===== config.mk =====
export PLATFORM = sky130hd
export DESIGN_NAME = dma_copy_top
export DESIGN_NICKNAME = d
export VERILOG_FILES = /design/src/source/dma_copy_pkg.sv /design/src/source/dma_copy_top.sv /design/src/source/dma_csr.sv /design/src/source/dma_read_engine.sv /design/src/source/dma_write_engine.sv /design/src/source/pipe_bridge.sv
export SDC_FILE = /design/constraint.sdc
export NUM_CORES = 1
export LEC_CHECK = 0
export BUFFER_PORTS_ARGS = -buffer_cell sky130_fd_sc_hd__buf_2
export CORE_UTILIZATION = 43
export DETAILED_ROUTE_END_ITERATION = 12
export GPL_TIMING_DRIVEN = 0
export PLACE_DENSITY = 0.77
export SKIP_CTS_REPAIR_TIMING = 1
export SLEW_MARGIN = 20
export SYNTH_ARGS = -nofsm -noshare
export SYNTH_HDL_FRONTEND = slang
export SYNTH_SLANG_ARGS = --single-unit

===== constraint.sdc =====
create_clock -name clk -period 3.6 [get_ports clk]
set_input_delay 0.36 -clock clk [delete_from_list [all_inputs] [get_ports clk]]
set_output_delay 0.36 -clock clk [all_outputs]
set_load 0.1 [all_outputs]

===== src/source/dma_copy_pkg.sv =====
// ************************************************
// dma copy package: widths, credit counts, register map
// and the request and response structs of all ports
// ************************************************
package dma_copy_pkg;

   // ************************************************
   // sizes
   // ************************************************
   localparam int LINE_W      = 64;  // bits per data line
   localparam int ADDR_W      = 32;  // line address
   localparam int LEN_W       = 16;  // line count
   localparam int MMIO_ADDR_W = 4;   // register offset
   localparam int MMIO_DATA_W = 64;  // register width

   localparam int RD_CREDITS  = 4;   // host reads in flight, same as bridge fifo
   localparam int WR_CREDITS  = 4;   // memory writes granted after reset
   localparam int PIPE_DEPTH  = 2;   // bridge latency in cycles

   localparam int BRIDGE_STAGES = PIPE_DEPTH - 1;           // fifo write is the last stage
   localparam int RD_CRED_W     = $clog2(RD_CREDITS + 1);   // 0..RD_CREDITS
   localparam int WR_CRED_W     = $clog2(WR_CREDITS + 1);   // 0..WR_CREDITS
   localparam int FIFO_PTR_W    = $clog2(RD_CREDITS);       // depth is a power of two

   // ************************************************
   // register map
   // ************************************************
   localparam logic [MMIO_ADDR_W-1:0] REG_SRC    = 4'd0;  // source line address
   localparam logic [MMIO_ADDR_W-1:0] REG_DST    = 4'd1;  // destination line address
   localparam logic [MMIO_ADDR_W-1:0] REG_LEN    = 4'd2;  // line count
   localparam logic [MMIO_ADDR_W-1:0] REG_CTRL   = 4'd3;  // start, irq enable
   localparam logic [MMIO_ADDR_W-1:0] REG_STATUS = 4'd4;  // busy, done, progress

   localparam int CTRL_START  = 0;   // write 1 to kick off
   localparam int CTRL_IRQ_EN = 1;
   localparam int STAT_BUSY   = 0;
   localparam int STAT_DONE   = 1;
   localparam int STAT_LINES  = 16;  // lines_written lsb

   // ************************************************
   // port types
   // ************************************************
   typedef logic [LINE_W-1:0] line_t;

   typedef struct packed {
      logic                   write;
      logic                   read;
      logic [MMIO_ADDR_W-1:0] address;
      logic [MMIO_DATA_W-1:0] writedata;
   } mmio_req_t;

   typedef struct packed {
      logic                   readdatavalid;
      logic [MMIO_DATA_W-1:0] readdata;
   } mmio_rsp_t;

   typedef struct packed {
      logic [ADDR_W-1:0] src;
      logic [ADDR_W-1:0] dst;
      logic [LEN_W-1:0]  len;
   } desc_t;

   typedef struct packed {
      logic              valid;
      logic [ADDR_W-1:0] address;
   } rd_req_t;

   typedef struct packed {
      logic  valid;
      line_t data;
   } rd_rsp_t;

   typedef struct packed {
      logic              valid;
      logic [ADDR_W-1:0] address;
      line_t             data;
   } wr_req_t;

endpackage


===== src/source/dma_copy_top.sv =====
// ************************************************
// dma copy top: csr, read engine, bridge, write engine
// ************************************************
`timescale 1ns/100ps

module dma_copy_top (
   input  logic                    clk,
   input  logic                    reset,
   input  dma_copy_pkg::mmio_req_t mmio_req,
   output dma_copy_pkg::mmio_rsp_t mmio_rsp,
   output dma_copy_pkg::rd_req_t   rd_req,
   input  dma_copy_pkg::rd_rsp_t   rd_rsp,
   output dma_copy_pkg::wr_req_t   wr_req,
   input  logic                    wr_credit,
   output logic                    irq
);
   import dma_copy_pkg::*;

   desc_t            desc;           // csr -> both engines
   logic             start;
   logic             xfer_done;      // write engine -> csr
   logic [LEN_W-1:0] lines_written;
   logic             credit_return;  // bridge -> read engine
   logic             out_valid;
   line_t            out_data;
   logic             out_ready;

   // ************************************************
   // input side
   // ************************************************
   dma_csr u_dma_csr (
      .clk           (clk),
      .reset         (reset),
      .mmio_req      (mmio_req),
      .mmio_rsp      (mmio_rsp),
      .desc          (desc),
      .start         (start),
      .xfer_done     (xfer_done),
      .lines_written (lines_written),
      .irq           (irq)
   );

   dma_read_engine u_dma_read_engine (
      .clk           (clk),
      .reset         (reset),
      .desc          (desc),
      .start         (start),
      .rd_req        (rd_req),
      .credit_return (credit_return)
   );

   // host return data into the bridge
   pipe_bridge #(
      .payload_t (line_t)
   ) u_pipe_bridge (
      .clk           (clk),
      .reset         (reset),
      .in_valid      (rd_rsp.valid),
      .in_data       (rd_rsp.data),
      .out_valid     (out_valid),
      .out_data      (out_data),
      .out_ready     (out_ready),
      .credit_return (credit_return)
   );

   // ************************************************
   // output side
   // ************************************************
   dma_write_engine u_dma_write_engine (
      .clk           (clk),
      .reset         (reset),
      .desc          (desc),
      .start         (start),
      .out_valid     (out_valid),
      .out_data      (out_data),
      .out_ready     (out_ready),
      .wr_req        (wr_req),
      .wr_credit     (wr_credit),
      .lines_written (lines_written),
      .xfer_done     (xfer_done)
   );

endmodule


===== src/source/dma_csr.sv =====
// ************************************************
// dma csr: mmio register file with descriptor, control,
// status and interrupt
// ************************************************
`timescale 1ns/100ps

module dma_csr (
   input  logic                           clk,
   input  logic                           reset,
   input  dma_copy_pkg::mmio_req_t        mmio_req,
   output dma_copy_pkg::mmio_rsp_t        mmio_rsp,
   output dma_copy_pkg::desc_t            desc,
   output logic                           start,
   input  logic                           xfer_done,
   input  logic [dma_copy_pkg::LEN_W-1:0] lines_written,
   output logic                           irq
);
   import dma_copy_pkg::*;

   desc_t                  desc_q;       // programmed transfer
   logic                   irq_en_q;
   logic                   busy_q;
   logic                   done_q;
   logic                   start_q;      // one cycle kick to engines
   logic                   rsp_valid_q;
   logic [MMIO_DATA_W-1:0] rsp_data_q;
   logic [MMIO_DATA_W-1:0] status_word;
   logic [MMIO_DATA_W-1:0] rd_mux;
   logic                   ctrl_wr;
   logic                   go;           // accepted start request

   assign ctrl_wr = mmio_req.write && (mmio_req.address == REG_CTRL);
   assign go      = ctrl_wr && mmio_req.writedata[CTRL_START] && !busy_q;  // busy drops it

   always_comb
   begin
      status_word                      = '0;
      status_word[STAT_BUSY]           = busy_q;
      status_word[STAT_DONE]           = done_q;
      status_word[STAT_LINES +: LEN_W] = lines_written;  // live progress
   end

   // read data select
   always_comb
   begin
      rd_mux = '0;
      case (mmio_req.address)
         REG_SRC:    rd_mux[ADDR_W-1:0]  = desc_q.src;
         REG_DST:    rd_mux[ADDR_W-1:0]  = desc_q.dst;
         REG_LEN:    rd_mux[LEN_W-1:0]   = desc_q.len;
         REG_CTRL:   rd_mux[CTRL_IRQ_EN] = irq_en_q;  // start reads back as 0
         REG_STATUS: rd_mux              = status_word;
         default:    rd_mux              = '0;
      endcase
   end

   // ************************************************
   // register writes and transfer state
   // ************************************************
   always_ff @(posedge clk)
   begin
      if (reset)
      begin
         desc_q      <= '0;
         irq_en_q    <= 1'b0;
         busy_q      <= 1'b0;
         done_q      <= 1'b0;
         start_q     <= 1'b0;
         rsp_valid_q <= 1'b0;
      end
      else
      begin
         start_q     <= go && (desc_q.len != '0);  // empty copy never reaches engines
         rsp_valid_q <= mmio_req.read;              // fixed 1 cycle answer
         if (mmio_req.write)
         begin
            case (mmio_req.address)
               REG_SRC:    desc_q.src <= mmio_req.writedata[ADDR_W-1:0];
               REG_DST:    desc_q.dst <= mmio_req.writedata[ADDR_W-1:0];
               REG_LEN:    desc_q.len <= mmio_req.writedata[LEN_W-1:0];
               REG_CTRL:   irq_en_q   <= mmio_req.writedata[CTRL_IRQ_EN];
               REG_STATUS: done_q     <= 1'b0;  // any write acks done
               default:    ;
            endcase
         end
         if (go)
         begin
            busy_q <= (desc_q.len != '0);
            done_q <= (desc_q.len == '0);  // zero length finishes at once
         end
         else if (xfer_done)
         begin
            busy_q <= 1'b0;
            done_q <= 1'b1;
         end
      end
   end

   always_ff @(posedge clk)
   begin
      if (mmio_req.read)
         rsp_data_q <= rd_mux;
   end

   assign mmio_rsp = '{readdatavalid: rsp_valid_q, readdata: rsp_data_q};
   assign desc     = desc_q;
   assign start    = start_q;
   assign irq      = done_q && irq_en_q;

   // engines see a start only when the previous copy has retired
   a_start_idle : assert property (@(posedge clk) disable iff (reset)
      start |-> $past(!busy_q))
      else $error("start issued during a running transfer");

endmodule


===== src/source/dma_read_engine.sv =====
// ************************************************
// dma read engine: host line reads from the descriptor,
// paced by read credits
// ************************************************
`timescale 1ns/100ps

module dma_read_engine (
   input  logic                  clk,
   input  logic                  reset,
   input  dma_copy_pkg::desc_t   desc,
   input  logic                  start,
   output dma_copy_pkg::rd_req_t rd_req,
   input  logic                  credit_return
);
   import dma_copy_pkg::*;

   logic [ADDR_W-1:0]    addr_q;     // next source line
   logic [LEN_W-1:0]     remain_q;   // lines still to request
   logic [RD_CRED_W-1:0] credits_q;  // free bridge slots
   logic                 issue;

   assign issue  = (remain_q != '0) && (credits_q != '0);
   assign rd_req = '{valid: issue, address: addr_q};

   always_ff @(posedge clk)
   begin
      if (reset)
      begin
         remain_q  <= '0;
         credits_q <= RD_CRED_W'(RD_CREDITS);  // full bridge budget
      end
      else
      begin
         credits_q <= credits_q - RD_CRED_W'(issue) + RD_CRED_W'(credit_return);
         if (start)
            remain_q <= desc.len;
         else if (issue)
            remain_q <= remain_q - 1'b1;
      end
   end

   // source address walk
   always_ff @(posedge clk)
   begin
      if (start)
         addr_q <= desc.src;
      else if (issue)
         addr_q <= addr_q + 1'b1;
   end

   // bridge returns at most one credit per line it was sent
   a_rd_credit : assert property (@(posedge clk) disable iff (reset)
      (credits_q <= RD_CRED_W'(RD_CREDITS)) && !(rd_req.valid && (credits_q == '0)))
      else $error("read credit count out of range");

endmodule


===== src/source/dma_write_engine.sv =====
// ************************************************
// dma write engine: memory bank writes paced by write
// credits, counts lines to completion
// ************************************************
`timescale 1ns/100ps

module dma_write_engine (
   input  logic                           clk,
   input  logic                           reset,
   input  dma_copy_pkg::desc_t            desc,
   input  logic                           start,
   input  logic                           out_valid,
   input  dma_copy_pkg::line_t            out_data,
   output logic                           out_ready,
   output dma_copy_pkg::wr_req_t          wr_req,
   input  logic                           wr_credit,
   output logic [dma_copy_pkg::LEN_W-1:0] lines_written,
   output logic                           xfer_done
);
   import dma_copy_pkg::*;

   logic [ADDR_W-1:0]    addr_q;     // next destination line
   logic [LEN_W-1:0]     len_q;
   logic [LEN_W-1:0]     count_q;    // lines taken so far
   logic [WR_CRED_W-1:0] credits_q;
   logic                 active_q;
   logic                 done_q;
   logic                 take;       // line moves bridge -> memory
   logic                 last;
   logic                 wr_valid_q;
   logic [ADDR_W-1:0]    wr_addr_q;
   line_t                wr_data_q;

   assign out_ready = active_q && (credits_q != '0);
   assign take      = out_valid && out_ready;
   assign last      = take && ((count_q + 1'b1) == len_q);

   // ************************************************
   // control
   // ************************************************
   always_ff @(posedge clk)
   begin
      if (reset)
      begin
         active_q   <= 1'b0;
         count_q    <= '0;
         credits_q  <= WR_CRED_W'(WR_CREDITS);
         wr_valid_q <= 1'b0;
         done_q     <= 1'b0;
      end
      else
      begin
         credits_q  <= credits_q - WR_CRED_W'(take) + WR_CRED_W'(wr_credit);
         wr_valid_q <= take;
         done_q     <= last;  // lines up with the final write
         if (start)
         begin
            active_q <= 1'b1;
            count_q  <= '0;
         end
         else if (take)
         begin
            count_q <= count_q + 1'b1;
            if (last)
               active_q <= 1'b0;
         end
      end
   end

   // descriptor capture and write payload
   always_ff @(posedge clk)
   begin
      if (start)
      begin
         len_q  <= desc.len;
         addr_q <= desc.dst;
      end
      else if (take)
         addr_q <= addr_q + 1'b1;
      if (take)
      begin
         wr_addr_q <= addr_q;
         wr_data_q <= out_data;
      end
   end

   assign wr_req        = '{valid: wr_valid_q, address: wr_addr_q, data: wr_data_q};
   assign lines_written = count_q;
   assign xfer_done     = done_q;

   // an underflow wraps above the limit, an extra memory credit too
   a_wr_credit : assert property (@(posedge clk) disable iff (reset)
      credits_q <= WR_CRED_W'(WR_CREDITS))
      else $error("write credit counter out of range");

endmodule


===== src/source/pipe_bridge.sv =====
// ************************************************
// pipe bridge: register pipeline into a credit fifo,
// for any payload type
// ************************************************
`timescale 1ns/100ps

module pipe_bridge #(
   parameter type payload_t = dma_copy_pkg::line_t
) (
   input  logic     clk,
   input  logic     reset,
   input  logic     in_valid,
   input  payload_t in_data,
   output logic     out_valid,
   output payload_t out_data,
   input  logic     out_ready,
   output logic     credit_return
);
   import dma_copy_pkg::*;

   logic [BRIDGE_STAGES-1:0] stg_v;                // stage valids
   payload_t                 stg_d [BRIDGE_STAGES];
   payload_t                 fifo_mem [RD_CREDITS];
   logic [FIFO_PTR_W-1:0]    wr_ptr_q;
   logic [FIFO_PTR_W-1:0]    rd_ptr_q;
   logic [RD_CRED_W-1:0]     count_q;              // fifo fill
   logic                     push;
   logic                     pop;

   assign push          = stg_v[BRIDGE_STAGES-1];  // pipeline exit
   assign pop           = out_valid && out_ready;
   assign out_valid     = (count_q != '0);
   assign out_data      = fifo_mem[rd_ptr_q];
   assign credit_return = pop;                     // slot freed, one more read allowed

   // ************************************************
   // control: valid chain and fifo pointers
   // ************************************************
   always_ff @(posedge clk)
   begin
      if (reset)
      begin
         stg_v    <= '0;
         wr_ptr_q <= '0;
         rd_ptr_q <= '0;
         count_q  <= '0;
      end
      else
      begin
         stg_v[0] <= in_valid;
         for (int i = 1; i < BRIDGE_STAGES; i++)
            stg_v[i] <= stg_v[i-1];
         if (push)
            wr_ptr_q <= wr_ptr_q + 1'b1;  // wraps at depth
         if (pop)
            rd_ptr_q <= rd_ptr_q + 1'b1;
         count_q <= count_q + RD_CRED_W'(push) - RD_CRED_W'(pop);
      end
   end

   // payload path
   always_ff @(posedge clk)
   begin
      stg_d[0] <= in_data;
      for (int i = 1; i < BRIDGE_STAGES; i++)
         stg_d[i] <= stg_d[i-1];
      if (push)
         fifo_mem[wr_ptr_q] <= stg_d[BRIDGE_STAGES-1];
   end

   // holds only while the requester spends credits correctly
   a_no_overflow : assert property (@(posedge clk) disable iff (reset)
      (push && !pop) |-> (count_q < RD_CRED_W'(RD_CREDITS)))
      else $error("bridge fifo overflow");

endmodule


==> reports/qor.csv <==
metric;value;unit
Routed Wire Length;65400;um
footprint of the multi-input gates;6790;um2
Max Root-Sink Buffers;3;
TNS Setup;0;ns
Final Net Count;2348;
Worst setup EP type;flop;
reg2reg path depth;3;
Vias/cell;5.43;
Setup Skew;0.0471;ns
status;complete, no violations;
GRT Total Usage;20.7;%
Reg area;17900;um2
DIE HEIGHT;245;um
pre-CTS WS;0.245;ns
Inst Count DP;2824;
IO buf count;267;
Worst-path clk slew;0.06;ns
hpwl dp;43300;um
setup ws final;0.189;ns
Startpoint Class;flop;
DIE AREA;60000;um2
number of synthesized flops with an enable pin;464;
DRC Markers;0;
CTS root buf;clkbuf_16;
Warnings, synthesis;0;
first-pass GRT wire length;93900;um
Final Instance Area;30900;um2
top cells by count, synth;edfxtp_1, nand2_1, dfxtp_1;
Final period util;94.7;%
syn_area_per_cell;14.5;um2
remaining antenna violation count after routing;0;
critical path required time;3.84;ns
count leader, synth;edfxtp_1;
post-synth cell types;75;
power per cell area;657;nW/um2
peak supply drop;0.000786;V
ys async rst share;0;%
Synth Instances;1756;
register area share after synthesis;70.5;%
endpoints failing setup;0;
max-slew violation count;0;
Worst-Skew Late Latency;0.63;ns
Synth area leaders;edfxtp_1, dfxtp_1, mux4_2, nand2_1, xnor2_1;
cts bufs inserted;68;
grt total ovfl;0;
row count;88;
DR iter-0 viols;1715;
Placement Cell Area;27900;um2
Max-slew headroom;28.8;%
worst hold path type;in -> reg;
synthesis-to-finish area growth;21.9;%
Final Non-Filler Cells;3014;
initial core utilization;43.7;%
Crit Path Category;reg -> reg;
Pre-antenna DRT Iters;8;
total clock sinks;662;
critical path arrival;3.65;ns
share of cells above drive strength 1;23.8;%
Tmin final;3.41;ns
Core ar.;58000;um2
leakage;11.0;nW
crit path max fanout;32;
number of global-route vias before repair;15900;
CTS tree;done;
Fmax;293;MHz
Via Count;16400;
top_reg_cell synth;edfxtp_1;
initial antenna violation count;4;
RSZ-0062 raised after global routing;false;
DIE WIDTH;245;um
I/O pins;334;
Clock H-tree levels;3;
Synth top area share;54.9;%
flops & latches, synth;662;
RePlAce Congestion;0.918;
Synth area leader;edfxtp_1;
# fillers;4636;
Max Cap Viol;0;
WL/cell;21.7;um
pin count of the biggest net entering global routing;68;
post-synth design cell area;25400;um2
final-report hold violation count;0;
WHS Path Cells;3;
worst-margin pin slew;1.07;ns
Hold WS;0.0128;ns
-- through the flow --
stage	total power, mW	utilization [%]
after global routing	21.0	53.3
after floorplan	12.3	-
final	20.3	53.3
after global placement	12.9	47.9
after detailed placement	13.0	48.2
after CTS	20.3	52.2
-- logic make-up after synthesis --
family | count (synthesis) | synth area share, %
AOI/OAI and AO/OA | 229 | 5.69
xor gates and xnor gates | 108 | 3.78
adders and majority gates | 17 | 0.927
buffers and inverters | 174 | 3.23
DFF | 662 | 70.5
muxes | 70 | 5.93
other | 1 | 0.0148
and+or+nand+nor | 495 | 9.92
-- registers in the layout, summed over array words and instances, names as in the netlist, 2 cells and up --
signal	cells
u_dma_csr.desc	80
u_dma_csr.rsp_data_q	32
u_dma_read_engine.addr_q	32
u_dma_read_engine.credits_q	3
u_dma_read_engine.remain_q	16
u_dma_write_engine.addr_q	32
u_dma_write_engine.credits_q	3
u_dma_write_engine.len_q	16
u_dma_write_engine.lines_written	16
u_dma_write_engine.wr_addr_q	32
u_dma_write_engine.wr_data_q	64
u_pipe_bridge.count_q	3
u_pipe_bridge.fifo_mem	256
u_pipe_bridge.rd_ptr_q	2
u_pipe_bridge.stg_d	64
u_pipe_bridge.wr_ptr_q	2
-- report_power, final --
group	switching [mW]	total (mW)	internal [mW]	leakage [nW]
Combinational	2.84	3.78	0.941	4.02
Sequential	0.457	9.19	8.73	5.88
Clock	3.05	7.35	4.30	1.13
-- layout make-up --
| cell class | count | share of cell area, % |
|---|---|---|
| Antenna cell | 1 | 0.00809 |
| Buffer | 118 | 1.99 |
| Clock buffer | 94 | 6.06 |
| Clock inverter | 31 | 1.55 |
| Inverter | 56 | 0.679 |
| Multi-Input combinational cell | 951 | 22.0 |
| Sequential cell | 662 | 57.8 |
| Tap cell | 765 | 3.09 |
| Timing Repair Buffer | 336 | 6.83 |
-- critical path, cell delays in order, from the launching register on --
cell and delay, ns:
dfxtp_1 1.02, buf_2 0.43, clkbuf_1 0.68, or2_2 0.84
-- final timing paths --
check	from	to	slack [ns]
max	u_dma_csr.start	u_dma_read_engine.addr_q[7]	0.19
min	mmio_req[2]	u_dma_csr.desc[18]	0.01
max reg2reg	u_dma_csr.start	u_dma_read_engine.addr_q[7]	0.19
min reg2reg	u_pipe_bridge.stg_d[0][33]	u_pipe_bridge.fifo_mem[0][33]	0.48
-- layer usage --
layer | wire length, um | up-vias | global-route usage [%]
met4 | 2030 | 2 | 7.17
met1 | 24900 | 8044 | 26.1
met5 | 13 | - | 0
li1 | - | 7333 | -
met2 | 32300 | 850 | 34.3
met3 | 6120 | 147 | 5.47
-- cell usage in the layout (no fill, tap or decap), drive strengths merged, types with 13 or more instances in the layout --
| cell type | count |
|---|---|
| dfxtp | 198 |
| nor4 | 14 |
| a21oi | 94 |
| nand2 | 252 |
| o21ai | 59 |
| xor2 | 53 |
| edfxtp | 464 |
| nand3 | 36 |
| nand4 | 31 |
| buf | 337 |
| ha | 14 |
| mux4 | 64 |
| conb | 32 |
| and3 | 13 |
| nor2 | 65 |
| a211oi | 14 |
| inv | 59 |
| nor3 | 16 |
| dlygate4sd3 | 64 |
| a222oi | 31 |
| xnor2 | 54 |
| clkbuf | 147 |
| clkinv | 17 |
Note: power is estimated with default switching activity, not from simulation.
